$ cat src/dehaze_pkg.sv
// Assumes 8-bit channels, Q0.16 fractions and a 3x3 window with the centre at index 4
package dehaze_pkg;

    // ======================================================================
    // Widths
    // ======================================================================
    localparam int chan_w     = 8;
    localparam int pix_w      = 3 * chan_w;
    localparam int inv_w      = 16;
    localparam int win_pixels = 9;

    // ======================================================================
    // Fixed-point constants
    // ======================================================================
    // Filter weights 1-2-1 in both directions sum to 16
    localparam int mean_shift  = 4;
    // omega = 15/16 applied as x - (x >> 4)
    localparam int omega_shift = 4;
    // Smallest transmission top byte used for 1/t, about 0.1
    localparam int t_floor     = 26;
    // Reciprocal of t in Q4.8
    localparam int recip_w     = 12;

    // Pipeline latencies in clock cycles
    localparam int te_latency = 3;
    localparam int sr_latency = 3;

    // One pixel word, red in the top byte
    // ch[2] is red, ch[1] green and ch[0] blue
    typedef union packed {
        struct packed {
            logic [chan_w-1:0] r;
            logic [chan_w-1:0] g;
            logic [chan_w-1:0] b;
        } rgb;
        logic [2:0][chan_w-1:0] ch;
    } pixel_t;

    // Entry k holds 65536 / max(k, t_floor), rounded down
    function automatic logic [2**chan_w-1:0][recip_w-1:0] build_recip_table();
        logic [2**chan_w-1:0][recip_w-1:0] tbl;
        int unsigned den;
        int unsigned num;
        num = 32'd1 << inv_w;
        for (int k = 0; k < 2**chan_w; k++) begin
            den = (k > t_floor) ? k : t_floor;
            tbl[k] = recip_w'(num / den);
        end
        return tbl;
    endfunction

endpackage

$ cat src/transmission_estimator.sv
// No stall input; window pixel 0 sits in the top bits and the product saturates to all ones
`timescale 1ns/1ps

module transmission_estimator (
    input  logic                              clk,
    input  logic                              rst,
    input  logic                              in_valid,
    input  logic [dehaze_pkg::win_pixels*dehaze_pkg::pix_w-1:0] window,
    input  logic [dehaze_pkg::inv_w-1:0]      inv_atm_r,
    input  logic [dehaze_pkg::inv_w-1:0]      inv_atm_g,
    input  logic [dehaze_pkg::inv_w-1:0]      inv_atm_b,
    output logic [dehaze_pkg::inv_w-1:0]      trans,
    output logic                              trans_valid
);

    localparam int chan_w = dehaze_pkg::chan_w;
    localparam int inv_w  = dehaze_pkg::inv_w;
    localparam int win_n  = dehaze_pkg::win_pixels;
    localparam int sum_w  = chan_w + dehaze_pkg::mean_shift;
    localparam int prod_w = chan_w + inv_w;

    // Weight exponent of window position i, centre row and column double
    function automatic int weight_shift(input int i);
        int row_mid;
        int col_mid;
        row_mid = ((i / 3) == 1) ? 1 : 0;
        col_mid = ((i % 3) == 1) ? 1 : 0;
        return row_mid + col_mid;
    endfunction

    dehaze_pkg::pixel_t win_pix [win_n];

    logic [2:0][sum_w-1:0]  wsum;
    logic [2:0][chan_w-1:0] mean;

    logic [2:0][chan_w-1:0] mean_q;
    logic [2:0][inv_w-1:0]  inv_q;
    logic                   v1;

    logic [1:0]             sel;
    logic [chan_w-1:0]      min_q;
    logic [inv_w-1:0]       scaled_q;
    logic                   v2;

    logic [prod_w-1:0]      prod;
    logic [inv_w-1:0]       dark;

    // Row-major window, pixel 0 in the most significant slot
    for (genvar i = 0; i < win_n; i++) begin : g_unpack
        assign win_pix[i] = window[(win_n-1-i)*dehaze_pkg::pix_w +: dehaze_pkg::pix_w];
    end

    // ======================================================================
    // Stage 1: weighted mean per channel
    // ======================================================================
    always_comb begin
        for (int c = 0; c < 3; c++) begin
            wsum[c] = '0;
            for (int i = 0; i < win_n; i++) begin
                wsum[c] = wsum[c] + (sum_w'(win_pix[i].ch[c]) << weight_shift(i));
            end
            mean[c] = chan_w'(wsum[c] >> dehaze_pkg::mean_shift);
        end
    end

    always_ff @(posedge clk or posedge rst) begin
        if (rst) begin
            mean_q <= '0;
            inv_q  <= '0;
            v1     <= 1'b0;
        end else begin
            mean_q <= mean;
            inv_q  <= {inv_atm_r, inv_atm_g, inv_atm_b};
            v1     <= in_valid;
        end
    end

    // ======================================================================
    // Stage 2: darkest channel and its omega-scaled inverse light
    // ======================================================================
    // Ties go to red first, then green
    always_comb begin
        if (mean_q[2] <= mean_q[1] && mean_q[2] <= mean_q[0]) begin
            sel = 2'd2;
        end else if (mean_q[1] <= mean_q[0]) begin
            sel = 2'd1;
        end else begin
            sel = 2'd0;
        end
    end

    always_ff @(posedge clk or posedge rst) begin
        if (rst) begin
            min_q    <= '0;
            scaled_q <= '0;
            v2       <= 1'b0;
        end else begin
            min_q    <= mean_q[sel];
            scaled_q <= inv_q[sel] - (inv_q[sel] >> dehaze_pkg::omega_shift);
            v2       <= v1;
        end
    end

    // ======================================================================
    // Stage 3: t = 1 - omega * min / A
    // ======================================================================
    assign prod = min_q * scaled_q;
    // Anything at or above 1.0 saturates
    assign dark = (|prod[prod_w-1:inv_w]) ? {inv_w{1'b1}} : prod[inv_w-1:0];

    always_ff @(posedge clk or posedge rst) begin
        if (rst) begin
            trans       <= '0;
            trans_valid <= 1'b0;
        end else begin
            trans       <= {inv_w{1'b1}} - dark;
            trans_valid <= v2;
        end
    end

endmodule

$ cat src/pixel_delay_line.sv
// Fixed depth of te_latency stages with no enable; data shifts every cycle
`timescale 1ns/1ps

module pixel_delay_line (
    input  logic                          clk,
    input  logic                          rst,
    input  dehaze_pkg::pixel_t            center,
    input  logic [dehaze_pkg::chan_w-1:0] atm_r,
    input  logic [dehaze_pkg::chan_w-1:0] atm_g,
    input  logic [dehaze_pkg::chan_w-1:0] atm_b,
    output dehaze_pkg::pixel_t            center_d,
    output logic [dehaze_pkg::chan_w-1:0] atm_d_r,
    output logic [dehaze_pkg::chan_w-1:0] atm_d_g,
    output logic [dehaze_pkg::chan_w-1:0] atm_d_b
);

    localparam int depth = dehaze_pkg::te_latency;

    dehaze_pkg::pixel_t                   center_sr [depth];
    logic [2:0][dehaze_pkg::chan_w-1:0]   atm_sr    [depth];

    // Matches the transmission estimator so each pixel meets its own t
    always_ff @(posedge clk or posedge rst) begin
        if (rst) begin
            for (int i = 0; i < depth; i++) begin
                center_sr[i] <= '0;
                atm_sr[i]    <= '0;
            end
        end else begin
            center_sr[0] <= center;
            atm_sr[0]    <= {atm_r, atm_g, atm_b};
            for (int i = 1; i < depth; i++) begin
                center_sr[i] <= center_sr[i-1];
                atm_sr[i]    <= atm_sr[i-1];
            end
        end
    end

    assign center_d = center_sr[depth-1];
    assign atm_d_r  = atm_sr[depth-1][2];
    assign atm_d_g  = atm_sr[depth-1][1];
    assign atm_d_b  = atm_sr[depth-1][0];

endmodule

$ cat src/scene_recovery.sv
// Reciprocal uses only the top byte of t, floored at t_floor; done holds until reset
`timescale 1ns/1ps

module scene_recovery #(
    parameter int frame_pixels = 262144
) (
    input  logic                          clk,
    input  logic                          rst,
    input  logic                          trans_valid,
    input  logic [dehaze_pkg::inv_w-1:0]  trans,
    input  dehaze_pkg::pixel_t            center_d,
    input  logic [dehaze_pkg::chan_w-1:0] atm_d_r,
    input  logic [dehaze_pkg::chan_w-1:0] atm_d_g,
    input  logic [dehaze_pkg::chan_w-1:0] atm_d_b,
    output logic [dehaze_pkg::chan_w-1:0] j_r,
    output logic [dehaze_pkg::chan_w-1:0] j_g,
    output logic [dehaze_pkg::chan_w-1:0] j_b,
    output logic                          out_valid,
    output logic                          done
);

    localparam int chan_w  = dehaze_pkg::chan_w;
    localparam int recip_w = dehaze_pkg::recip_w;
    localparam int mult_w  = chan_w + recip_w;
    localparam int cnt_w   = $clog2(frame_pixels + 1);

    // 1/t in Q4.8, indexed by the top byte of t
    localparam logic [2**chan_w-1:0][recip_w-1:0] recip_rom =
        dehaze_pkg::build_recip_table();

    logic [2:0][chan_w-1:0] pix;
    logic [2:0][chan_w-1:0] atm;

    logic [recip_w-1:0]     recip_q;
    logic [2:0][chan_w-1:0] dist_q;
    logic [2:0]             add_q;
    logic [2:0][chan_w-1:0] atm1_q;
    logic                   v1;

    logic [2:0][mult_w-1:0] scaled_full;
    logic [2:0][chan_w-1:0] scaled_q;
    logic [2:0]             add2_q;
    logic [2:0][chan_w-1:0] atm2_q;
    logic                   v2;

    logic [2:0][chan_w:0]   sum;
    logic [2:0][chan_w-1:0] j_next;
    logic [2:0][chan_w-1:0] j_q;

    logic [cnt_w-1:0]       out_cnt;

    assign pix = {center_d.rgb.r, center_d.rgb.g, center_d.rgb.b};
    assign atm = {atm_d_r, atm_d_g, atm_d_b};

    // ======================================================================
    // Stage 1: reciprocal lookup and |I - A| per channel
    // ======================================================================
    always_ff @(posedge clk or posedge rst) begin
        if (rst) begin
            recip_q <= '0;
            dist_q  <= '0;
            add_q   <= '0;
            atm1_q  <= '0;
            v1      <= 1'b0;
        end else begin
            recip_q <= recip_rom[trans[dehaze_pkg::inv_w-1 -: chan_w]];
            for (int c = 0; c < 3; c++) begin
                add_q[c]  <= (pix[c] >= atm[c]);
                dist_q[c] <= (pix[c] >= atm[c]) ? pix[c] - atm[c] : atm[c] - pix[c];
            end
            atm1_q  <= atm;
            v1      <= trans_valid;
        end
    end

    // ======================================================================
    // Stage 2: distance scaled by 1/t
    // ======================================================================
    always_comb begin
        for (int c = 0; c < 3; c++) begin
            scaled_full[c] = dist_q[c] * recip_q;
        end
    end

    always_ff @(posedge clk or posedge rst) begin
        if (rst) begin
            scaled_q <= '0;
            add2_q   <= '0;
            atm2_q   <= '0;
            v2       <= 1'b0;
        end else begin
            for (int c = 0; c < 3; c++) begin
                // Drop the 8 fraction bits and saturate to 255
                if (|scaled_full[c][mult_w-1:2*chan_w]) begin
                    scaled_q[c] <= '1;
                end else begin
                    scaled_q[c] <= scaled_full[c][2*chan_w-1:chan_w];
                end
            end
            add2_q <= add_q;
            atm2_q <= atm1_q;
            v2     <= v1;
        end
    end

    // ======================================================================
    // Stage 3: J = A +/- scaled distance, clamped to 0..255
    // ======================================================================
    always_comb begin
        for (int c = 0; c < 3; c++) begin
            if (add2_q[c]) begin
                sum[c]    = {1'b0, atm2_q[c]} + {1'b0, scaled_q[c]};
                j_next[c] = sum[c][chan_w] ? {chan_w{1'b1}} : sum[c][chan_w-1:0];
            end else begin
                sum[c]    = {1'b0, atm2_q[c]} - {1'b0, scaled_q[c]};
                // Borrow out means the result went below zero
                j_next[c] = sum[c][chan_w] ? '0 : sum[c][chan_w-1:0];
            end
        end
    end

    always_ff @(posedge clk or posedge rst) begin
        if (rst) begin
            j_q       <= '0;
            out_valid <= 1'b0;
        end else begin
            j_q       <= j_next;
            out_valid <= v2;
        end
    end

    assign j_r = j_q[2];
    assign j_g = j_q[1];
    assign j_b = j_q[0];

    // ======================================================================
    // Frame counter on output pixels
    // ======================================================================
    always_ff @(posedge clk or posedge rst) begin
        if (rst) begin
            out_cnt <= '0;
            done    <= 1'b0;
        end else if (out_valid && !done) begin
            out_cnt <= out_cnt + 1'b1;
            if (out_cnt == cnt_w'(frame_pixels - 1)) begin
                done <= 1'b1;
            end
        end
    end

endmodule

$ cat src/dehaze_top.sv
// Six-cycle fixed latency with no back-pressure; all inputs sampled with in_valid
`timescale 1ns/1ps

module dehaze_top #(
    parameter int frame_pixels = 262144
) (
    input  logic                          clk,
    input  logic                          rst,
    input  logic                          in_valid,
    input  logic [dehaze_pkg::win_pixels*dehaze_pkg::pix_w-1:0] window,
    input  logic [dehaze_pkg::chan_w-1:0] atm_r,
    input  logic [dehaze_pkg::chan_w-1:0] atm_g,
    input  logic [dehaze_pkg::chan_w-1:0] atm_b,
    input  logic [dehaze_pkg::inv_w-1:0]  inv_atm_r,
    input  logic [dehaze_pkg::inv_w-1:0]  inv_atm_g,
    input  logic [dehaze_pkg::inv_w-1:0]  inv_atm_b,
    output logic [dehaze_pkg::chan_w-1:0] j_r,
    output logic [dehaze_pkg::chan_w-1:0] j_g,
    output logic [dehaze_pkg::chan_w-1:0] j_b,
    output logic                          out_valid,
    output logic                          done
);

    // Centre of the row-major window, counted from pixel 0 at the top bits
    localparam int center_idx = dehaze_pkg::win_pixels / 2;
    localparam int center_lsb = (dehaze_pkg::win_pixels - 1 - center_idx) * dehaze_pkg::pix_w;

    dehaze_pkg::pixel_t                center;
    dehaze_pkg::pixel_t                center_d;
    logic [dehaze_pkg::chan_w-1:0]     atm_d_r;
    logic [dehaze_pkg::chan_w-1:0]     atm_d_g;
    logic [dehaze_pkg::chan_w-1:0]     atm_d_b;
    logic [dehaze_pkg::inv_w-1:0]      trans;
    logic                              trans_valid;

    assign center = window[center_lsb +: dehaze_pkg::pix_w];

    transmission_estimator i_te (
        .clk         (clk),
        .rst         (rst),
        .in_valid    (in_valid),
        .window      (window),
        .inv_atm_r   (inv_atm_r),
        .inv_atm_g   (inv_atm_g),
        .inv_atm_b   (inv_atm_b),
        .trans       (trans),
        .trans_valid (trans_valid)
    );

    pixel_delay_line i_dly (
        .clk      (clk),
        .rst      (rst),
        .center   (center),
        .atm_r    (atm_r),
        .atm_g    (atm_g),
        .atm_b    (atm_b),
        .center_d (center_d),
        .atm_d_r  (atm_d_r),
        .atm_d_g  (atm_d_g),
        .atm_d_b  (atm_d_b)
    );

    scene_recovery #(
        .frame_pixels (frame_pixels)
    ) i_sr (
        .clk         (clk),
        .rst         (rst),
        .trans_valid (trans_valid),
        .trans       (trans),
        .center_d    (center_d),
        .atm_d_r     (atm_d_r),
        .atm_d_g     (atm_d_g),
        .atm_d_b     (atm_d_b),
        .j_r         (j_r),
        .j_g         (j_g),
        .j_b         (j_b),
        .out_valid   (out_valid),
        .done        (done)
    );

endmodule

$ cat config.mk
export PLATFORM = sky130hd
export DESIGN_NAME = dehaze_top
export DESIGN_NICKNAME = d
export VERILOG_FILES = /design/src/dehaze_pkg.sv /design/src/transmission_estimator.sv /design/src/pixel_delay_line.sv /design/src/scene_recovery.sv /design/src/dehaze_top.sv
export SDC_FILE = /design/constraint.sdc
export NUM_CORES = 2
export LEC_CHECK = 0
export BUFFER_PORTS_ARGS = -buffer_cell sky130_fd_sc_hd__buf_2
export CORE_ASPECT_RATIO = 0.9
export CORE_MARGIN = 10
export CORE_UTILIZATION = 45
export CTS_CLUSTER_DIAMETER = 100
export CTS_CLUSTER_SIZE = 8
export DETAILED_ROUTE_END_ITERATION = 6
export PLACE_DENSITY = 0.64
export REMOVE_ABC_BUFFERS = 1
export SYNTH_ARGS = -nofsm -noshare
export SYNTH_HDL_FRONTEND = slang
export SYNTH_HIERARCHICAL = 1
export SYNTH_SLANG_ARGS = --single-unit
$ cat constraint.sdc
create_clock -name clk -period 6.85 [get_ports clk]
set_input_delay 0.685 -clock clk [delete_from_list [all_inputs] [get_ports clk]]
set_output_delay 0.685 -clock clk [all_outputs]
set_load 0.01 [all_outputs]
==> flow_metrics.py <==
metrics = {
    "clock_tree": {
        "cts_tree": "built",
        "ctsHoldBuffers": 0,
        "h-tree-depth": 2,
        "cts.repair.resized": 0,
        "cts_post_setup_buffers_inserted": 0,
        "numCtsBuffers": 58,
        "cts_max_path_buffers": 3,
        "cts_root_buffer": "clkbuf_16",
        "clk_pin_slew_ps": 50,
        "clock_latency_ps": 610,
        "cts_sinks": 412,
    },
    "critical_path": {
        "crit_type": "reg -> reg",
        "critical_path_required_ps": 7290,
        "worstRegToRegCells": 15,
        "start_kind": "flop",
        "path_max_fanout": 24,
        "end_kind": "flop",
        "critPathArrivalTime_ps": 6150,
    },
    "detailed_routing": {
        "first_pass_iters": 5,
        "drt_iter0_markers": 1681,
        "vias": 26660,
        "drc": 0,
        "final_antenna_net_count": 0,
        "routed_wl_microns": 88380,
        "drt-wirelength-per-cell_microns": 17.20,
        "viasPerCell": 5.188,
    },
    "synth": {
        "netlist_instances": 3811,
        "avgSynthCellArea_sq_um": 9.868,
        "syn_area_sq_mm": 0.03761,
        "synth_warnings": 6,
    },
    "cells_and_area": {
        "n_fill_cell": 7689,
        "layout.nets": 5070,
        "drive_gt1_share_pct": 11.50,
        "fin_util_pct": 49.94,
        "synthToLayoutAreaGrowth_pct": 9.994,
    },
    "sta": {
        "slew_viol_final": 0,
        "finClkSkew_ps": 17.28,
        "max_slew_margin_pct": 30.74,
        "min_period_over_period_pct": 83.34,
        "grt_setup_unrepaired": "false",
        "finalSetupTns_ps": 0,
        "fmax_ghz": 0.1752,
        "setup_viol": 0,
        "worst_pin_slew_ps": 1039,
        "fin_crit_ps": 5709,
        "hold_viol": 0,
    },
    "die": {
        "std_cell_rows": 100,
        "fp.dieH_microns": 294.3,
        "core_sq_mm": 0.08283,
        "initial_utilization_pct": 45.40,
        "die_w_microns": 324.7,
        "pin_count": 317,
        "die_area_sq_mm": 0.09555,
    },
    "global_routing": {
        "grt_usage_pct": 18.71,
        "grt_pass1_wl_microns": 147400,
        "first_global_vias": 28160,
        "grt_max_degree": 86,
        "overflow": 0,
        "antenna_found_initial": 4,
    },
    "placed_design": {
        "port-buffer-count": 316,
        "hpwl_microns": 70250,
        "gp_congestion": 0.8960,
    },
    "status": {
        "status": "finished clean",
    },
    "job": {
        "maxCapViolations": 0,
    },
    "min_path": {
        "whs_path_depth": 1,
        "hold_path.class": "in -> reg",
    },
}
-- worst max-delay path: stages (launching register included) --
cell and delay [ps]:
dfrtp_1 930, and2_1 260, fa_1 440, fa_1 470
fa_1 540, inv_1 50, fa_1 520, inv_1 40
ha_1 340, a21o_1 200, a211oi_1 230, o31ai_1 140
a2111oi_0 430, nor3_1 120, nor4_2 650, nand3_1 160
-- final timing paths --
path                                  from                end  slack [ps]
hold reg to reg            i_sr/atm1_q[15]    i_sr/atm2_q[15]         340
setup / recovery           i_sr/recip_q[5]  i_sr/scaled_q[19]        1140
max in group asynchronous              rst   i_dly/atm_sr[40]        5200
hold / removal                inv_atm_r[9]     i_te/inv_q[41]         180
min in group asynchronous              rst     i_sr/dist_q[3]         190
setup reg to reg           i_sr/recip_q[5]  i_sr/scaled_q[19]        1140
-- per-layer routing --
metal	vias up	global-route usage [%]	wire length [microns]
met4	4	5.168	1973
met1	13110	25.39	39890
met5	-	0	21
li1	12730	-	-
met3	122	3.778	5551
met2	703	30.24	40950
-- placed cells by master (no fill, tap or decap), types with 34 or more instances in the layout --
cell type  count
a211oi_1      43
a21oi_1      182
and2_1       359
buf_2        316
clkbuf_16     59
dfrtp_1      411
fa_1         430
ha_1         338
inv_1        589
nand2_1      227
nand3_1       60
nor2_1       159
nor3_1        57
o21a_1        34
o21ai_0      142
xnor2_1       72
-- state kept, by name, summed over array words and instances, names as in the netlist, 12 cells and up --
register         count
i_sr/atm2_q         24
i_sr/out_cnt        19
i_sr/atm1_q         24
i_dly/center_d      24
i_dly/atm_sr        48
i_sr/recip_q        12
i_dly/center_sr     48
i_sr/dist_q         24
i_te/mean_q         24
i_te/scaled_q       16
i_sr/scaled_q       24
i_te/inv_q          48
-- through the flow --
step | cells | instance area (sq um) | setup slack [ps] | hold WS (ps)
6_report | 5139 | 41370 | 1141 | 181.0
4_1_cts | 5138 | 41360 | 1150 | 134.7
5_1_grt | 5138 | 41360 | 630.4 | 150.5
2_1_floorplan | 3622 | 36700 | 1817 | 331.2
3_5_place_dp | 5073 | 39800 | 1179 | 334.7
3_3_place_gp | 5073 | 39800 | 1297 | 331.4
-- area by class of cell --
class                   instances  area (sq um)  share of cell area [%]
clock buffers                  61          1494                   3.611
diodes                          1         2.502                0.006049
clock inverters                 4         71.32                  0.1724
inverters                     594          2242                   5.420
multi-input cells            2616         24160                   58.41
well taps                    1122          1404                   3.394
repair buffers                329          1679                   4.059
flip-flops and latches        412         10310                   24.93
Power is not shown: default switching activity piles up to over one toggle a cycle in this logic, so the estimate is an artifact.
